===== config.mk =====
export PLATFORM = sky130hd
export DESIGN_NAME = resultStage
export DESIGN_NICKNAME = d
export VERILOG_FILES = /design/src/design/procPkg.sv /design/src/design/resultStage.sv
export SDC_FILE = /design/constraint.sdc
export NUM_CORES = 2
export LEC_CHECK = 0
export ABC_CLOCK_PERIOD_IN_PS = 5900
export BUFFER_PORTS_ARGS = -buffer_cell sky130_fd_sc_hd__buf_2
export CELL_PAD_IN_SITES_DETAIL_PLACEMENT = 1
export CELL_PAD_IN_SITES_GLOBAL_PLACEMENT = 1
export CORE_ASPECT_RATIO = 0.8
export CORE_MARGIN = 2
export CORE_UTILIZATION = 40
export DETAILED_ROUTE_END_ITERATION = 10
export PLACE_DENSITY = 0.61
export RECOVER_POWER = 25
export SETUP_SLACK_MARGIN = 0.05
export SLEW_MARGIN = 20
export SYNTH_ARGS = -nofsm -noshare
export SYNTH_HDL_FRONTEND = slang
export SYNTH_SLANG_ARGS = --single-unit

===== constraint.sdc =====
create_clock -name clk -period 5.9 [get_ports clk]
set_clock_uncertainty 0.1 [all_clocks]
set_input_delay 0.295 -clock clk [delete_from_list [all_inputs] [get_ports clk]]
set_output_delay 0.295 -clock clk [all_outputs]
set_load 0.05 [all_outputs]

===== src/design/procPkg.sv =====
package procPkg;

   typedef logic [15:0] wordT;
   typedef logic [2:0]  regIdxT;

   // Opcodes of the kept subset, the rest decode as illegal
   typedef enum logic [4:0] {
      OpHalt  = 5'b00000,
      OpNop   = 5'b00001,
      OpJ     = 5'b00100,
      OpAddi  = 5'b01000,
      OpSubi  = 5'b01001,
      OpXori  = 5'b01010,
      OpAndni = 5'b01011,
      OpBeqz  = 5'b01100,
      OpBnez  = 5'b01101,
      OpSt    = 5'b10000,
      OpLd    = 5'b10001,
      OpLbi   = 5'b11000,
      OpAlu   = 5'b11011,
      OpSeq   = 5'b11100,
      OpSlt   = 5'b11101
   } opcodeE;

   // Low two bits match the immediate opcodes and the R-format function field
   typedef enum logic [2:0] {
      AluAdd   = 3'd0,
      AluSub   = 3'd1,
      AluXor   = 3'd2,
      AluAndn  = 3'd3,
      AluSlt   = 3'd4,
      AluSeq   = 3'd5,
      AluPassB = 3'd6
   } aluOpE;

   typedef struct packed {
      opcodeE     opcode;
      regIdxT     rs;
      regIdxT     rt;
      regIdxT     rd;
      logic [1:0] func;
   } rFormatT;

   typedef struct packed {
      opcodeE     opcode;
      regIdxT     rs;
      regIdxT     rd;
      logic [4:0] imm;
   } iFormatT;

   typedef struct packed {
      opcodeE     opcode;
      regIdxT     rs;
      logic [7:0] imm;
   } byteFormatT;

   typedef struct packed {
      opcodeE      opcode;
      logic [10:0] disp;
   } jFormatT;

   typedef union packed {
      rFormatT    r;
      iFormatT    i;
      byteFormatT b;
      jFormatT    j;
   } instrU;

   typedef struct packed {
      aluOpE aluOp;
      logic  aluSrcImm;
      logic  regWrite;
      logic  memRead;
      logic  memWrite;
      logic  memToReg;
      logic  isHalt;
      logic  illegal;
      logic  valid;
   } ctrlT;

   typedef struct packed {
      ctrlT   ctrl;
      regIdxT rsIdx;
      regIdxT rtIdx;
      regIdxT rdIdx;
      wordT   rsVal;
      wordT   rtVal;
      wordT   imm;
   } decExT;

   typedef struct packed {
      ctrlT   ctrl;
      regIdxT rdIdx;
      wordT   aluResult;
      wordT   storeData;
   } exResT;

   // Valid marks a register write, one cycle per retired instruction
   typedef struct packed {
      logic   valid;
      regIdxT rdIdx;
      wordT   data;
      logic   isHalt;
      logic   illegal;
   } wbT;

endpackage

===== src/design/resultStage.sv =====
`timescale 1ns/10ps

module resultStage #(
   parameter int DmemDepth = 256
) (
   input  logic           clk,
   input  logic           arstN,
   input  logic           run,
   input  procPkg::exResT exRes,
   output procPkg::wbT    wb,
   output logic           halted,
   output logic           err
);

   localparam int AddrW = $clog2(DmemDepth);

   procPkg::wordT    dmem [DmemDepth];
   logic [AddrW-1:0] wordIdx;
   procPkg::wordT    loadData;
   logic             errSeen;

   // Word index from the byte address
   assign wordIdx  = exRes.aluResult[AddrW:1];
   assign loadData = dmem[wordIdx];

   always_ff @(posedge clk) begin
      if (run && exRes.ctrl.memWrite) begin
         dmem[wordIdx] <= exRes.storeData;
      end
   end

   always_ff @(posedge clk or negedge arstN) begin
      if (!arstN) begin
         wb <= '0;
      end else if (run) begin
         wb.valid   <= exRes.ctrl.regWrite;
         wb.rdIdx   <= exRes.rdIdx;
         wb.data    <= exRes.ctrl.memToReg ? loadData : exRes.aluResult;
         wb.isHalt  <= exRes.ctrl.isHalt;
         wb.illegal <= exRes.ctrl.illegal;
      end
   end

   always_ff @(posedge clk or negedge arstN) begin
      if (!arstN) begin
         errSeen <= 1'b0;
      end else if (wb.illegal) begin
         errSeen <= 1'b1;
      end
   end

   // A halt record freezes the pipeline, so it stays in wb until reset
   assign halted = wb.isHalt;
   assign err    = errSeen || wb.illegal;

endmodule


# --- After elaboration in Yosys (flattened, before gate mapping) ---
# Memory sizes are Yosys's and may differ from the RTL's.
# Cells that the tools add are included.
word_totals:
  in_bits: 49
  reg_bits: 23
  output_inout_bits: 24
  memories: 1
  mem_bits_rw: 4096
memory_table:
  columns: ["memory", "depth", "word_bits", "rd", "rd_ports_with_merged_regs", "write_ports", "line_no", "source"]
  rows:
  - ["dmem", 256, 16, 1, 0, 1, "resultStage.sv:17", "procPkg::wordT dmem [DmemDepth];"]
op_classes:
  reduce_logical: 2
  n_mux: 3
ops:
  columns: ["op", "count"]
  rows:
  - ["16-bit two-way mux", 1]
  - ["1-bit two-way mux", 2]
  - ["1-bit logical AND", 1]
  - ["1-bit logical OR", 1]

# --- Logic depth before layout (Yosys ltp) ---
logic_depth:
  depth_word: 3
  mapped_depth: 11

# --- Worst setup path before layout ---
# No wires, ideal clock.
synth_path:
  kind: "input to register"
  start: "input port exRes[19] (netlist bit)"
  end: "memory dmem[158][0] (netlist bit), enable pin"
  t_required_ns: 5.391
  setup_ns: 0.409
  slack_ns: 2.081
  t_arrival_ns: 3.310
  cell_stages: 8
  path_cell_list: "buf_4 > buf_4 > buf_2 > clkbuf_1 > clkbuf_1 > nand2_1 > clkbuf_1 > nor3_1"
synth_lines:
  columns: ["element", "line_no", "source"]
  rows:
  - ["start: declaration", "resultStage.sv:9", "input procPkg::exResT exRes,"]
  - ["end: declaration", "resultStage.sv:17", null]
# No word-level cell before the write port.

# --- Final worst setup path ---
layout_path:
  start: "input port exRes[2] (netlist bit)"
  end: "memory dmem[252][2] (netlist bit), data pin"
# No word-level cell before the write port.

==> out/metrics.cfg <==
[logic_synthesis]
syn-mean-instance-area_um2=23.8
synth_nets=6625
synth_top_area_share_pct=78.4
synthDistinctLibCells=42
yosys_register_bits=4119
synth_async_sr_flop_share_pct=0.558
postSynthCellCount=6576
synth_edf_count=4096
synth_ff_type=edfxtp_1
netlist_top_cells_area=edfxtp_1 78%, mux4_2 17%, a22oi_1 1.2%
synth.largest_area_cell=edfxtp_1
yosysWarningCount=0
yosysSeqAreaShare_pct=78.8
synth_most_common_cell=edfxtp_1
yosys-top-cells-count=4096 x edfxtp_1, 1171 x mux4_2, 246 x nor2_1, 243 x a22oi_1, 196 x clkbuf_1
netlist_area_mm2=0.157

[placed_design]
place.detailed.hpwl_mm=262
port_buffers=66
place_congestion=0.843

[floorplanning]
start_util_pct=40.2
die_x_um=704
rows=205
fp.dieH_um=564
dieArea_mm2=0.397
core_area_mm2=0.390
io_pins=73

[worst_setup_path]
cp_cell_sequence=dlygate4sd3_1, clkbuf_1, buf_12
rr_startpoint=dmem[63][1]
cp.required_ns=6.39
arrival_ns=5.26
r2r_end=wb[3]
slowest_delay_ns=3.46
reg2reg_depth=6
critPathMaxFanout=168
reg2reg_slack_ns=2.45
crit_slowest_cell=clkbuf_1
crit_path_end=dmem[252][2]
end_kind=register
startpoint=exRes[2]
cp-start-kind=input pin
path_class=input pin to register

[finish]
nFillCells=34700
final_util_pct=46.0
drive_gt1_share_pct=32.6
area_growth_pct=14.5
layout.nets=7089

[sta]
rsz0062_at_grt=no
setup_viol=0
drv_slew=1502
worst_slew_margin_rel_pct=-242
post-route-period-util_pct=80.8
fin_tns_setup_ns=0
tightest_slew_ns=5.13
max_freq_mhz=210
final_hold_viol_count=0
period_needed_ns=4.76

[route]
vias=74800
drtIter0Drc=9749
routedWlPerCell_um=35.3
drc=0
routed_wl_mm=443
via_per_inst=5.96
ant_nets=0
first_pass_iters=6

[cts]
clk_path_buf_depth=4
tritoncts=done
clkTransAtPathRegs_ns=0.06
clk_latency_ns=0.96
cts_root_buf=clkbuf_16
post_cts_resized=0
cts_num_sinks=4119
h-tree-depth=5
cts_buffers=397
post_cts_buffers=0
cts_hold_buf=47

[grt]
grt_usage_pct=22.1
antenna_found_initial=31
grt.overflow.total=0
grt_pass1_vias=76000
grt_pass1_wl_mm=617
grt_max_degree=208

[pwr]
ir_worst_vdd_mv=0.271
power_density_mw_per_mm2=340
p_leak_nw=54.5

[outcome]
status=complete, but fails checks
violations=max-capacitance violations, max-slew violations

[worst_hold_path]
hold_class=input pin to register

[flow_run]
max_cap_violations=18

-- worst min path at each step --
stage | start | to | slack, ns | cells past startpoint
finish | exRes[32] | wb[18] | 0.08 | 3
global route | exRes[32] | wb[18] | 0.05 | 3
CTS | exRes[32] | wb[18] | 0.004 | 3
detailed placement | arstN | errSeen | 0.32 | 1
global placement | arstN | errSeen | 0.30 | 1
floorplan | arstN | errSeen | -0.10 | 0
-- stage by stage --
step | instances | total power, mW | hold WS (ns) | setup slack, ns | cell area, µm²
final | 12600 | 61.0 | 0.0835 | 1.14 | 180000
after global routing | 12500 | 62.5 | 0.0506 | 0.868 | 180000
after CTS | 12500 | 61.4 | 0.00425 | 1.76 | 179000
after detailed placement | 11800 | 36.0 | 0.318 | 1.28 | 166000
after global placement | 11800 | 36.0 | 0.297 | 1.08 | 166000
after floorplan | 6576 | 34.4 | -0.101 | 2.08 | 157000
-- cells by family after synthesis --
logic type | after synthesis | share of synthesized area [%]
buffers and inverters | 404 | 1.09
muxes | 1208 | 17.1
DFF | 4119 | 78.8
and+or+nand+nor | 398 | 1.09
AOI/OAI and AO/OA | 447 | 1.97
-- routing by layer --
metal	global-route usage, %	share of wire [%]	vias up
met3	4.47	8.9	634
met1	32.7	42	41500
met5	0	0.0018	-
met2	33.0	45	3234
met4	7.20	3.5	2
li1	-	-	29400
-- state kept, by name, indices dropped and copies added, names as in the netlist --
name and flops:
errSeen 1, wb 21, halted 1, dmem 4096
-- cell type report --
type	count	area (µm²)	share of cell area [%]
Multi-Input combinational cell	2053	32600	18.2
Tap cell	5175	6470	3.60
Antenna cell	14	35.0	0.0195
Sequential cell	4119	124000	68.8
Clock buffer	490	10500	5.85
Clock inverter	232	2310	1.29
Inverter	9	33.8	0.0188
Timing Repair Buffer	460	4070	2.26
-- power by group --
group | internal, mW | leakage (nW) | switching (mW)
Combinational | 1.06 | 11.2 | 2.09
Sequential | 32.3 | 37.1 | 0.0551
Clock | 14.6 | 6.28 | 11.0
-- critical path: cells and delay by family --
family                 cells  cell delay, ns
buffers and inverters      3            4.55
-- cells in the final DEF, fill, tap and decap left out, types with 30 or more instances in the layout --
cell           instances
a22oi_1              243
dlygate4sd3_1         46
clkinv_2              76
mux4_2              1171
nor3_2                45
clkbuf_1              93
buf_2                 45
nor2_1                67
a21oi_1              124
clkinv_1              85
edfxtp_1            4096
clkbuf_16            406
nor2_4                65
nor2_2               114
buf_12                46
buf_4                294
nand2_1               30
bufinv_16             44
Power figures use the tool's default switching activity.
