**src/design/procPkg.sv**
```systemverilog
package procPkg;

   typedef logic [15:0] wordT;
   typedef logic [2:0]  regIdxT;

   // Opcodes of the kept subset, the rest decode as illegal
   typedef enum logic [4:0] {
      OpHalt  = 5'b00000,
      OpNop   = 5'b00001,
      OpJ     = 5'b00100,
      OpAddi  = 5'b01000,
      OpSubi  = 5'b01001,
      OpXori  = 5'b01010,
      OpAndni = 5'b01011,
      OpBeqz  = 5'b01100,
      OpBnez  = 5'b01101,
      OpSt    = 5'b10000,
      OpLd    = 5'b10001,
      OpLbi   = 5'b11000,
      OpAlu   = 5'b11011,
      OpSeq   = 5'b11100,
      OpSlt   = 5'b11101
   } opcodeE;

   // Low two bits match the immediate opcodes and the R-format function field
   typedef enum logic [2:0] {
      AluAdd   = 3'd0,
      AluSub   = 3'd1,
      AluXor   = 3'd2,
      AluAndn  = 3'd3,
      AluSlt   = 3'd4,
      AluSeq   = 3'd5,
      AluPassB = 3'd6
   } aluOpE;

   typedef struct packed {
      opcodeE     opcode;
      regIdxT     rs;
      regIdxT     rt;
      regIdxT     rd;
      logic [1:0] func;
   } rFormatT;

   typedef struct packed {
      opcodeE     opcode;
      regIdxT     rs;
      regIdxT     rd;
      logic [4:0] imm;
   } iFormatT;

   typedef struct packed {
      opcodeE     opcode;
      regIdxT     rs;
      logic [7:0] imm;
   } byteFormatT;

   typedef struct packed {
      opcodeE      opcode;
      logic [10:0] disp;
   } jFormatT;

   typedef union packed {
      rFormatT    r;
      iFormatT    i;
      byteFormatT b;
      jFormatT    j;
   } instrU;

   typedef struct packed {
      aluOpE aluOp;
      logic  aluSrcImm;
      logic  regWrite;
      logic  memRead;
      logic  memWrite;
      logic  memToReg;
      logic  isHalt;
      logic  illegal;
      logic  valid;
   } ctrlT;

   typedef struct packed {
      ctrlT   ctrl;
      regIdxT rsIdx;
      regIdxT rtIdx;
      regIdxT rdIdx;
      wordT   rsVal;
      wordT   rtVal;
      wordT   imm;
   } decExT;

   typedef struct packed {
      ctrlT   ctrl;
      regIdxT rdIdx;
      wordT   aluResult;
      wordT   storeData;
   } exResT;

   // Valid marks a register write, one cycle per retired instruction
   typedef struct packed {
      logic   valid;
      regIdxT rdIdx;
      wordT   data;
      logic   isHalt;
      logic   illegal;
   } wbT;

endpackage
```
**src/design/fetchStage.sv**
```systemverilog
`timescale 1ns/10ps

module fetchStage #(
   parameter int ImemDepth = 256
) (
   input  logic           clk,
   input  logic           arstN,
   input  logic           run,
   input  logic           imemWe,
   input  procPkg::wordT  imemAddr,
   input  procPkg::wordT  imemData,
   input  logic           stall,
   input  logic           redirect,
   input  procPkg::wordT  newPc,
   output procPkg::instrU instr,
   output procPkg::wordT  pcPlusTwo,
   output logic           instrValid
);

   localparam int AddrW = $clog2(ImemDepth);

   procPkg::wordT imem [ImemDepth];
   procPkg::wordT pc;
   procPkg::wordT pcNext;
   procPkg::wordT fetchWord;

   // PC is a byte address, the array holds words
   assign pcNext    = pc + 16'd2;
   assign fetchWord = imem[pc[AddrW:1]];

   // Load port, only while the core is held
   always_ff @(posedge clk) begin
      if (imemWe && !run) begin
         imem[imemAddr[AddrW-1:0]] <= imemData;
      end
   end

   always_ff @(posedge clk or negedge arstN) begin
      if (!arstN) begin
         pc         <= '0;
         instrValid <= 1'b0;
      end else if (run) begin
         if (redirect) begin
            // Drop the word fetched behind the branch
            pc         <= newPc;
            instrValid <= 1'b0;
         end else if (!stall) begin
            pc         <= pcNext;
            instrValid <= 1'b1;
         end
      end
   end

   always_ff @(posedge clk) begin
      if (run && !redirect && !stall) begin
         instr     <= fetchWord;
         pcPlusTwo <= pcNext;
      end
   end

endmodule

```
**config.mk**
```make
export PLATFORM = sky130hd
export DESIGN_NAME = fetchStage
export DESIGN_NICKNAME = d
export VERILOG_FILES = /design/src/design/procPkg.sv /design/src/design/fetchStage.sv
export SDC_FILE = /design/constraint.sdc
export NUM_CORES = 2
export LEC_CHECK = 0
export CORE_MARGIN = 2
export CORE_UTILIZATION = 45
export CTS_CLUSTER_DIAMETER = 30
export DETAILED_ROUTE_END_ITERATION = 6
export DONT_BUFFER_PORTS = 1
export PLACE_DENSITY = 0.67
export SYNTH_ARGS = -nofsm -noshare
export SYNTH_HDL_FRONTEND = slang
export SYNTH_SLANG_ARGS = --single-unit
```
**constraint.sdc**
```tcl
create_clock -name clk -period 3.42 [get_ports clk]
set_clock_uncertainty 0.05 [all_clocks]
set_input_delay 0.855 -clock clk [delete_from_list [all_inputs] [get_ports clk]]
set_output_delay 0.855 -clock clk [all_outputs]
set_load 0.005 [all_outputs]
```
# After elaboration in Yosys (flattened, before gate mapping)
# Memories as Yosys holds them, arrays and structs flattened. A register that Yosys moved wholly into a read port is not among the register bits.
# Cells that the tools add are included.
[totals] regBits=33 ram_bits=4096 in_bits=54 out_inout_bits=33 wordCells=19 n_memories=1
[op_classes] addsub=1 eq_ne=1 n_mux=6 n_reduce_logical=7
[memory_table] memory="imem" words=256 width=16 rd=1 rd_clocked_by_memory_dff=1 wr=1 line="fetchStage.sv:22" source="procPkg::wordT imem [ImemDepth];"
[op_table] op="16-bit two-way mux" count=2
[op_table] op="16-bit by 2-bit adder with 16-bit output (second input constant)" count=1
[op_table] op="1-bit two-way mux" count=4
[op_table] op="1-bit logical AND" count=3
[op_table] op="1-bit logical NOT" count=3
[op_table] op="2-bit by 1-bit != test with 1-bit output (second input constant)" count=1
[op_table] op="2-bit AND reduction" count=1

# Depth between registers and ports, before layout
[depth] ltp_word=4 ltp_mapped=12

# Worst setup path before layout
# OpenSTA, ideal clock, no wires.
[synth_timing] path_kind="input to register" startpoint="input port imemAddr[0]" endpoint="memory imem[237][0] (netlist name) (enable)" setup_ps=388 t_arrival_ps=2632 setup_slack_ps=350 cell_stages=6 n_path_buf=3 cell_sequence="clkbuf_1 -> nor2b_1 -> clkbuf_1 -> nand4_1 -> clkbuf_1 -> nor2_1"
[synth_rtl] element="start, declared" line="fetchStage.sv:10" source="input procPkg::wordT imemAddr,"
[synth_rtl] element="end, declared" line="fetchStage.sv:22"
# Straight into the memory's write port.

==> metrics.yaml <==
worst_setup_path:
  critPathCaptureType: "flip-flop"
  required_ps: 4110
  ff2ff_path_depth: 10
  critPathKind: "reg -> reg"
  crit_slowest_cell: "mux4_2"
  crit_path_cell_trace: "buf_16, buf_12, buf_12, buf_12, mux4_2, o22ai_1, a211oi_1, buf_4, a211oi_4, o32ai_1"
  slowest_delay_ps: 570
  startpoint_type: "flip-flop"
  crit_top_cell: "buf_12"
  arrival_ps: 4170
  crit_fanout: 19
yosys:
  synthTopCellsByCount: "edfxtp_1, mux4_2, mux2i_1"
  postSynthNetCount: 7589
  synth_seq_cells: 4145
  synth_top_area_share_pct: 77.1
  async_flop_share_pct: 0.410
  synth_cell_type_count: 83
  dominantRegCellSynth: "edfxtp_1"
  ys_warn_count: 0
  syn_area_um2: 161000
  synth_largest_area_cell: "edfxtp_1"
  synth_area_leaders: "edfxtp_1, mux4_2, mux2i_1"
  synth-seq-area-share_pct: 77.3
  syn_area_per_cell_um2: 21.3
  netlist_instances: 7534
  synth-edff-count: 4128
  yosysMostFrequentCell: "edfxtp_1"
final_layout:
  syn_to_final_growth_pct: 23.7
  fin_util_pct: 55.9
  drive_gt1_share_pct: 33.0
  nets: 8826
  design_area_um2: 199000
clock_tree:
  clkTransAtPathRegs_ps: 50
  cts_buffer_depth: 4
  htreeDepth: 6
  cts_sinks: 4145
  clk_latency_ps: 1080
  cts_root_buffer: "clkbuf_16"
  cts_tree: "built"
  cts-buffers-inserted: 698
power_and_ir_drop:
  p_switching_mw: 34.5
  swShare_pct: 24.1
  power_frac_seq_pct: 39.2
  clkPwrFrac_pct: 50.3
  combPwrFrac_pct: 10.5
  p_leak_nw: 66.1
  power-per-cell-area_nw_per_um2: 722
  internal-power_mw: 109
  ir_worst_vdd_mv: 0.535
floorplanning:
  fp-row-count: 219
  start_util_pct: 45.2
  io_pins: 87
  die_h_um: 602
  die_w_um: 602
  core_area_um2: 356000
  die_area_um2: 362000
routing:
  firstDrtPassIters: 6
  finalWirelength_mm: 462
  wire_per_inst_um: 32.7
  ant_nets: 0
  drtIter0Drc: 13200
  routed_via_density: 6.13
  via_count: 86700
  route.detailed.drc: 0
timing:
  relSlewSlack_pct: 0.894
  fin_crit_ps: 3480
  timing.final.ws_setup_ps: -61.9
  post-route-period-util_pct: 102
  clock.fmax_mhz: 287
  fin_hold_ws_ps: 38.4
  tightest_slew_ps: 1490
  setup_viol: 4
  final_hold_viol_count: 0
  rsz0062_at_grt: "true"
  slew_violations: 0
global_route:
  grt_max_degree: 257
  grt_pass1_vias: 85700
  grt_use_total_pct: 24.8
  grt-ovfl-total: 0
  antenna_found_initial: 25
  grt_pass1_wl_mm: 641
run_status:
  violations: "negative setup slack"
  status: "complete, but fails checks"
placement:
  dpl_cell_area_um2: 172000
  portBuffers: 0
  globalplace.congestion: 0.873
  dp_hpwl_mm: 259
flow_run:
  drv_cap: 0
min_path:
  hp-class: "in -> reg"
  hold_depth: 0
==> placed cells by master (no fill, tap or decap), types with 55 or more instances in the layout <==
cell,count
mux4_2,755
clkinv_1,85
a221o_1,66
nor2_1,318
clkbuf_1,74
buf_4,808
bufinv_16,108
o21ai_0,105
a221oi_1,97
clkbuf_16,713
o31ai_1,55
o22ai_1,72
buf_12,94
a21oi_1,102
edfxtp_1,4128
nand2_1,127
clkinvlp_4,60
mux2i_1,494
inv_6,61
clkinv_2,107
a22oi_1,93
==> worst max-delay path, delay by kind of cell, from the launching register on <==
| family | cells | cell delay [ps] |
|---|---|---|
| AOI/OAI and AO/OA | 4 | 990 |
| buffers and inverters | 5 | 970 |
| muxes | 1 | 570 |
| DFF | 1 | 520 |
==> per-layer routing <==
metal  routed length, um  share of wire (%)  vias up  track usage [%]
li1                    -                  -    34600                -
met1              170000                 37    45400             33.5
met2              218000                 47     5686             38.7
met3               53700                 12      936             6.08
met4               20900                4.5       12             10.6
met5                  80              0.017        -                0
==> repair_timing <==
action / CTS / global route
gates cloned: 3 / 12
endpoints found under the hold margin: 585 / 53
setup endpoints to repair: 16 / 19
setup buffers: 13 / 39
pin swaps: 4 / 8
hold buffers: 43 / 4
gates resized for setup: 60 / 116
==> state kept, by name, indices dropped and copies added (netlist names) <==
name        flops
imem         4096
instr          16
instrValid      1
pc             16
pcPlusTwo      16
==> per-stage QoR <==
step	TNS [ps]	setup slack [ps]	std cells	power, mW
after floorplan	0	350	7534	64.8
after global placement	-2540	-578	12700	70.8
after detailed placement	-2810	-551	12700	70.8
after CTS	-244	-51.3	14100	143
after global routing	-63.5	-21.5	14100	147
final	-114	-61.9	14100	144
==> power by group through the flow <==
stage               Clock (mW)  Combinational, mW  Sequential [mW]
CTS                       72.7               14.2             56.3
global route              75.2               15.4             56.3
finish                    72.2               15.0             56.3
detailed placement           0               13.6             57.3
global placement             0               13.5             57.3
floorplan                    0               7.73             57.1
==> final cells by class <==
cell class / instances / area (um^2)
fillers: 25400 / 157000
flip-flops and latches: 4145 / 124000
multi-input cells: 2919 / 34100
clock buffers: 778 / 17900
repair buffers: 997 / 9550
clock inverters: 529 / 6960
well taps: 4751 / 5940
inverters: 10 / 50.0
diodes: 12 / 30.0
==> path summary, 6_finish.rpt <==
check	from	end	slack, ps
max	pc[1]$_DFFE_PN0P_	instr[4]$_DFFE_PP_	-60
min	imemData[8]	imem[56][8]$_DFFE_PP_	40
min reg2reg	pc[0]$_DFFE_PN0P_	pcPlusTwo[0]$_DFFE_PP_	390
max in group asynchronous	arstN	pc[2]$_DFFE_PN0P_	2300
min in group asynchronous	arstN	pc[12]$_DFFE_PN0P_	330
max reg2reg	pc[1]$_DFFE_PN0P_	instr[4]$_DFFE_PP_	-60
==> logic make-up after synthesis <==
kind of cell | Yosys count | synth area share (%)
adders and majority gates | 1 | 0.00778
and+or+nand+nor | 717 | 2.01
muxes | 1329 | 14.7
xor gates and xnor gates | 13 | 0.0708
buffers and inverters | 472 | 1.99
DFF | 4145 | 77.3
AOI/OAI and AO/OA | 857 | 3.93
Power figures use the tool's default switching activity.
