### src/design/procPkg.sv
package procPkg;

   typedef logic [15:0] wordT;
   typedef logic [2:0]  regIdxT;

   // Opcodes of the kept subset, the rest decode as illegal
   typedef enum logic [4:0] {
      OpHalt  = 5'b00000,
      OpNop   = 5'b00001,
      OpJ     = 5'b00100,
      OpAddi  = 5'b01000,
      OpSubi  = 5'b01001,
      OpXori  = 5'b01010,
      OpAndni = 5'b01011,
      OpBeqz  = 5'b01100,
      OpBnez  = 5'b01101,
      OpSt    = 5'b10000,
      OpLd    = 5'b10001,
      OpLbi   = 5'b11000,
      OpAlu   = 5'b11011,
      OpSeq   = 5'b11100,
      OpSlt   = 5'b11101
   } opcodeE;

   // Low two bits match the immediate opcodes and the R-format function field
   typedef enum logic [2:0] {
      AluAdd   = 3'd0,
      AluSub   = 3'd1,
      AluXor   = 3'd2,
      AluAndn  = 3'd3,
      AluSlt   = 3'd4,
      AluSeq   = 3'd5,
      AluPassB = 3'd6
   } aluOpE;

   typedef struct packed {
      opcodeE     opcode;
      regIdxT     rs;
      regIdxT     rt;
      regIdxT     rd;
      logic [1:0] func;
   } rFormatT;

   typedef struct packed {
      opcodeE     opcode;
      regIdxT     rs;
      regIdxT     rd;
      logic [4:0] imm;
   } iFormatT;

   typedef struct packed {
      opcodeE     opcode;
      regIdxT     rs;
      logic [7:0] imm;
   } byteFormatT;

   typedef struct packed {
      opcodeE      opcode;
      logic [10:0] disp;
   } jFormatT;

   typedef union packed {
      rFormatT    r;
      iFormatT    i;
      byteFormatT b;
      jFormatT    j;
   } instrU;

   typedef struct packed {
      aluOpE aluOp;
      logic  aluSrcImm;
      logic  regWrite;
      logic  memRead;
      logic  memWrite;
      logic  memToReg;
      logic  isHalt;
      logic  illegal;
      logic  valid;
   } ctrlT;

   typedef struct packed {
      ctrlT   ctrl;
      regIdxT rsIdx;
      regIdxT rtIdx;
      regIdxT rdIdx;
      wordT   rsVal;
      wordT   rtVal;
      wordT   imm;
   } decExT;

   typedef struct packed {
      ctrlT   ctrl;
      regIdxT rdIdx;
      wordT   aluResult;
      wordT   storeData;
   } exResT;

   // Valid marks a register write, one cycle per retired instruction
   typedef struct packed {
      logic   valid;
      regIdxT rdIdx;
      wordT   data;
      logic   isHalt;
      logic   illegal;
   } wbT;

endpackage
### src/design/executeStage.sv
`timescale 1ns/10ps

module executeStage (
   input  logic           clk,
   input  logic           arstN,
   input  logic           run,
   input  procPkg::decExT decEx,
   input  procPkg::wbT    wb,
   output procPkg::exResT exRes
);

   procPkg::wordT opA;
   procPkg::wordT fwdRt;
   procPkg::wordT opB;
   procPkg::wordT aluResult;

   // Younger result wins over the writeback record
   function automatic procPkg::wordT pickOperand(input procPkg::regIdxT idx,
                                                 input procPkg::wordT   regVal,
                                                 input procPkg::exResT  resReg,
                                                 input procPkg::wbT     wbRec);
      if (resReg.ctrl.regWrite && resReg.rdIdx == idx) begin
         return resReg.aluResult;
      end else if (wbRec.valid && wbRec.rdIdx == idx) begin
         return wbRec.data;
      end
      return regVal;
   endfunction

   always_comb begin
      opA   = pickOperand(decEx.rsIdx, decEx.rsVal, exRes, wb);
      fwdRt = pickOperand(decEx.rtIdx, decEx.rtVal, exRes, wb);
      opB   = decEx.ctrl.aluSrcImm ? decEx.imm : fwdRt;
      case (decEx.ctrl.aluOp)
         procPkg::AluAdd:   aluResult = opA + opB;
         procPkg::AluSub:   aluResult = opA - opB;
         procPkg::AluXor:   aluResult = opA ^ opB;
         procPkg::AluAndn:  aluResult = opA & ~opB;
         procPkg::AluSlt:   aluResult = ($signed(opA) < $signed(opB)) ? 16'd1 : 16'd0;
         procPkg::AluSeq:   aluResult = (opA == opB) ? 16'd1 : 16'd0;
         procPkg::AluPassB: aluResult = opB;
         default:           aluResult = '0;
      endcase
   end

   always_ff @(posedge clk or negedge arstN) begin
      if (!arstN) begin
         exRes <= '0;
      end else if (run) begin
         exRes.ctrl      <= decEx.ctrl;
         exRes.rdIdx     <= decEx.rdIdx;
         exRes.aluResult <= aluResult;
         // Store data takes the forwarded rt as well
         exRes.storeData <= fwdRt;
      end
   end

endmodule

### config.mk
export PLATFORM = sky130hd
export DESIGN_NAME = executeStage
export DESIGN_NICKNAME = d
export VERILOG_FILES = /design/src/design/procPkg.sv /design/src/design/executeStage.sv
export SDC_FILE = /design/constraint.sdc
export NUM_CORES = 1
export LEC_CHECK = 0
export BUFFER_PORTS_ARGS = -buffer_cell sky130_fd_sc_hd__buf_2
export CAP_MARGIN = 20
export CELL_PAD_IN_SITES_DETAIL_PLACEMENT = 1
export CELL_PAD_IN_SITES_GLOBAL_PLACEMENT = 1
export CORE_ASPECT_RATIO = 0.75
export CORE_UTILIZATION = 42
export DETAILED_ROUTE_END_ITERATION = 16
export GPL_TIMING_DRIVEN = 0
export PLACE_DENSITY_LB_ADDON = 0.08
export REMOVE_ABC_BUFFERS = 1
export SKIP_CTS_REPAIR_TIMING = 1
export SYNTH_ARGS = -nofsm -noshare
export SYNTH_HDL_FRONTEND = slang
export SYNTH_SLANG_ARGS = --single-unit
### constraint.sdc
create_clock -name clk -period 5.93 [get_ports clk]
set_input_delay 0 -clock clk [delete_from_list [all_inputs] [get_ports clk]]
set_output_delay 0 -clock clk [all_outputs]
set_load 0.01 [all_outputs]
Word-level counts from Yosys, hierarchy flattened
Index checks and enable logic that the tools add are counted.
{"block": "word_totals", "regBits": 46, "elab_cells": 48}
{"block": "op_classes", "order_cmp": 1, "reduce_logical": 5, "addsub": 2, "eq_ne": 11, "muxes": 14, "n_bitwise": 3}
{"op": "16-bit 2-to-1 mux", "n": 7}
{"op": "16-bit one-hot mux with 7 select lines", "n": 1}
{"op": "16-bit adder", "n": 1}
{"op": "16-bit bitwise AND", "n": 1}
{"op": "16-bit == test", "n": 1}
{"op": "16-bit less-than comparator", "n": 1}
{"op": "16-bit NOT", "n": 1}
{"op": "16-bit subtractor", "n": 1}
{"op": "16-bit bitwise XOR", "n": 1}
{"op": "3-bit == test", "n": 4}
{"op": "3-bit == test (second input constant)", "n": 3}
{"op": "3-bit by 2-bit == test with 1-bit output (second input constant)", "n": 2}
{"op": "1-bit 2-to-1 mux", "n": 6}
{"op": "1-bit logical AND", "n": 4}
{"op": "3-bit by 1-bit == test with 1-bit output (second input constant)", "n": 1}
{"op": "3-bit logical NOT", "n": 1}

Logic depth before layout (Yosys ltp)
{"block": "depth", "depth_word": 9, "depth_mapped": 17, "ltp_nobuf": 15}

Worst setup path after synthesis
Ideal clock, no wire load.
{"block": "synth_timing", "path_type": "reg-to-reg", "startpoint": "reg exRes[33] (netlist name)", "endpoint": "reg exRes[28] (netlist name)", "path_stages_with_launch": 15, "period_less_slack_ns": 3.751, "setup_slack_ns": 2.179, "arrival_time_ns": 3.625, "cell_sequence": "dfrtp_1 > xnor2_1 > and4_1 > clkbuf_1 > nor2_1 > a21oi_1 > o21ai_0 > ha_1 > fa_1 > a21o_1 > a221oi_1 > o21bai_1 > mux2i_1 > a211o_1 > o32a_1"}
{"block": "synth_between", "elab_chain_len": 8, "word_cells_on_any_way": 17}
{"element": "from (decl)", "line": "executeStage.sv:9", "text": "output procPkg::exResT exRes"}
{"element": "parallel branches: the longest is 7 deep, another holds 16-bit subtractor"}
{"element": "16-bit one-hot mux with 7 select lines *", "line": "executeStage.sv:34", "text": "case (decEx.ctrl.aluOp)"}
Every way passes the cells marked *.
A chain may end at the register's enable or synchronous reset.

Worst setup path in the final report
{"block": "layout_timing", "startpoint": "reg exRes[34] (netlist name)", "endpoint": "reg exRes[30] (netlist name)"}
Same word-level chain as after synthesis.

==> impl_metrics.tcl <==
set metrics [dict create \
    reg2reg_from "exRes[34]" \
    crit_type "register to register" \
    ant_nets 0 \
    dp_hpwl_um 15700 \
    netlist_area_um2 5190 \
    seqPwrFrac_pct 26.6 \
    design_area_um2 6220 \
    cts_made_buffers 5 \
    fmax_mhz 200 \
    core.rowCount 34 \
    viasPerCell 6.10 \
    worstPathArrival_ns 5.16 \
    synthCells 653 \
    post-route-period-util_pct 84.2 \
    leakage_nw 3.02 \
    core_area_um2 11800 \
    drc 0 \
    rsz0062_at_grt "no" \
    synth-seq-area-share_pct 22.2 \
    avgSynthCellArea_um2 7.95 \
    grt_max_degree 37 \
    final_nets 896 \
    outcome "finished clean" \
    routedWlPerCell_um 22.9 \
    startpoint_type "register" \
    p_clk_share_pct 20.0 \
    r2r_end "exRes[30]" \
    slew_headroom_pct 32.6 \
    clockBufferDepth 2 \
    critPathLaunch "exRes[34]" \
    drv_cap 0 \
    power_w 0.00152 \
    clkTransAtPathRegs_ns 0.08 \
    drt-initial-drc-count 356 \
    hp-class "input pin to register" \
    p_int_w 0.000837 \
    place_area_um2 5960 \
    p_per_area_nw_per_um2 244 \
    setup_viol 0 \
    tns_ns 0 \
    layout-drive-gt1-share_pct 24.8 \
    final_cells 932 \
    fp.dieW_um 130 \
    cp_max_fo 27 \
    htreeDepth 2 \
    die_y_um 98.3 \
    top_register "exRes" \
    route.vias.total 5684 \
    slew_violations 0 \
    mostFrequentLayoutCells "buf_2, a21oi_1, nor2_1" \
    required_ns 6.09 \
    diodes 0 \
    combPwrFrac_pct 53.4 \
    start_util_pct 43.9 \
    irDropWorstVdd_mv 0.129 \
    antenna_found_initial 0 \
    first_pass_iters 5 \
    tightest_slew_ns 1.01 \
    clock_skew_ns 0.00957 \
    clk_latency_ns 0.30 \
    die-area_um2 12800 \
    final_common_cell "buf_2" \
    ys_ff_latch 46 \
    grt_first_pass_wirelength_um 31900 \
    synth_cell_types 70 \
    ios 139 \
    grt_usage_pct 32.9 \
    area_growth_pct 20.0 \
    reg_top3 "exRes x46" \
    ys_warn_count 0 \
    cts.sinks 46 \
    swShare_pct 44.8 \
    portBuffers 136 \
    critPathCapture "exRes[30]" \
    finalHoldViolations 0 \
    placedCellCount 912 \
    switchingPower_w 0.000679 \
    synth_edf_count 0 \
    gp_congestion 0.982 \
    largest_reg_flops 46 \
    cts_tree "built" \
    reg2regPathDepth 13 \
    synth_top_flop_cell "dfrtp_1" \
    drt_wl_total_um 21400 \
    async_reset_ff_share_pct 100 \
    r2r_slack_ns 0.94 \
    grt_pass1_vias 5765 \
    gr-total-overflow 0 \
    fin_crit_ns 4.99 \
    crit_path_end_kind "register" \
    root_buffer "clkbuf_16" \
]
[worst min-delay path by stage]
stage,from,to,slack (ns),cells past startpoint
6_report,decEx[3],exRes[19],0.11,4
5_1_grt,decEx[3],exRes[19],0.14,4
4_1_cts,arstN,exRes[25],-0.39,1
3_5_place_dp,arstN,exRes[20],-0.06,1
3_3_place_gp,decEx[60],exRes[38],0.23,2
2_1_floorplan,arstN,exRes[0],-0.30,0
[cell type report]
class	instances	area [µm²]
repair buffers	152	860
well taps	162	203
multi-input cells	529	3730
inverters	35	131
flip-flops and latches	46	1150
fillers	1536	5600
clock inverters	3	21.3
clock buffers	5	125
[metrics by stage]
| stage | hold slack, ns | setup slack [ns] | utilization (%) |
|---|---|---|---|
| after floorplan | -0.296 | 2.06 | - |
| after global placement | 0.232 | 0.891 | 49.9 |
| after detailed placement | -0.0649 | 1.07 | 50.4 |
| after CTS | -0.386 | 1.05 | 51.6 |
| after global routing | 0.143 | 0.705 | 52.6 |
| final | 0.109 | 0.935 | 52.6 |
[layer usage]
metal	up-vias	share of wire, %	track usage, %
li1	2639	-	-
met1	2816	45	44.5
met2	199	47	54.7
met3	30	5.4	4.27
met4	0	2.1	9.02
met5	-	0	0
[cell usage after synthesis, types with 14 or more instances]
master    instances  area share (%)
a21oi_1          57             5.5
nor2_1           56             4.1
mux2_2           30             6.5
clkbuf_1         30             2.2
nand3_1          14             1.4
mux2i_1          42             8.1
inv_1            35             2.5
ha_1             32             7.7
dfrtp_1          46              22
o21ai_0          38             3.7
nand2_1          53             3.8
nor3_1           17             1.6
xnor2_1          16             2.7
[power groups by stage]
stage	logic (W)	registers, W	clock network [W]
detailed placement	0.000782	0.000408	0
global placement	0.000758	0.000404	0
CTS	0.000791	0.000402	0.000309
finish	0.000810	0.000403	0.000304
global route	0.000878	0.000409	0.000316
floorplan	0.000488	0.000423	0
[worst max-delay path: stages, from the launching register on]
cell	delay, ns
dfrtp_1	0.44
xnor2_1	0.28
nand4_2	0.80
nand3_1	0.36
o21ai_0	0.17
mux2i_1	0.33
inv_1	0.09
ha_1	0.49
and3_1	0.29
a221oi_1	0.59
o21bai_1	0.27
a221oi_1	0.45
xnor2_1	0.17
o2111ai_1	0.14
[logic make-up after synthesis]
family | after synthesis | synth area share (%)
multiplexers | 74 | 15.5
flip-flops | 46 | 22.2
buffers and inverters | 78 | 5.86
adder cells (fa/ha/maj) | 34 | 8.49
AO/OA/AOI/OAI | 202 | 25.9
XOR/XNOR | 22 | 3.71
AND/OR/NAND/NOR | 197 | 18.3
No activity file was read; power rests on OpenSTA's default activity.
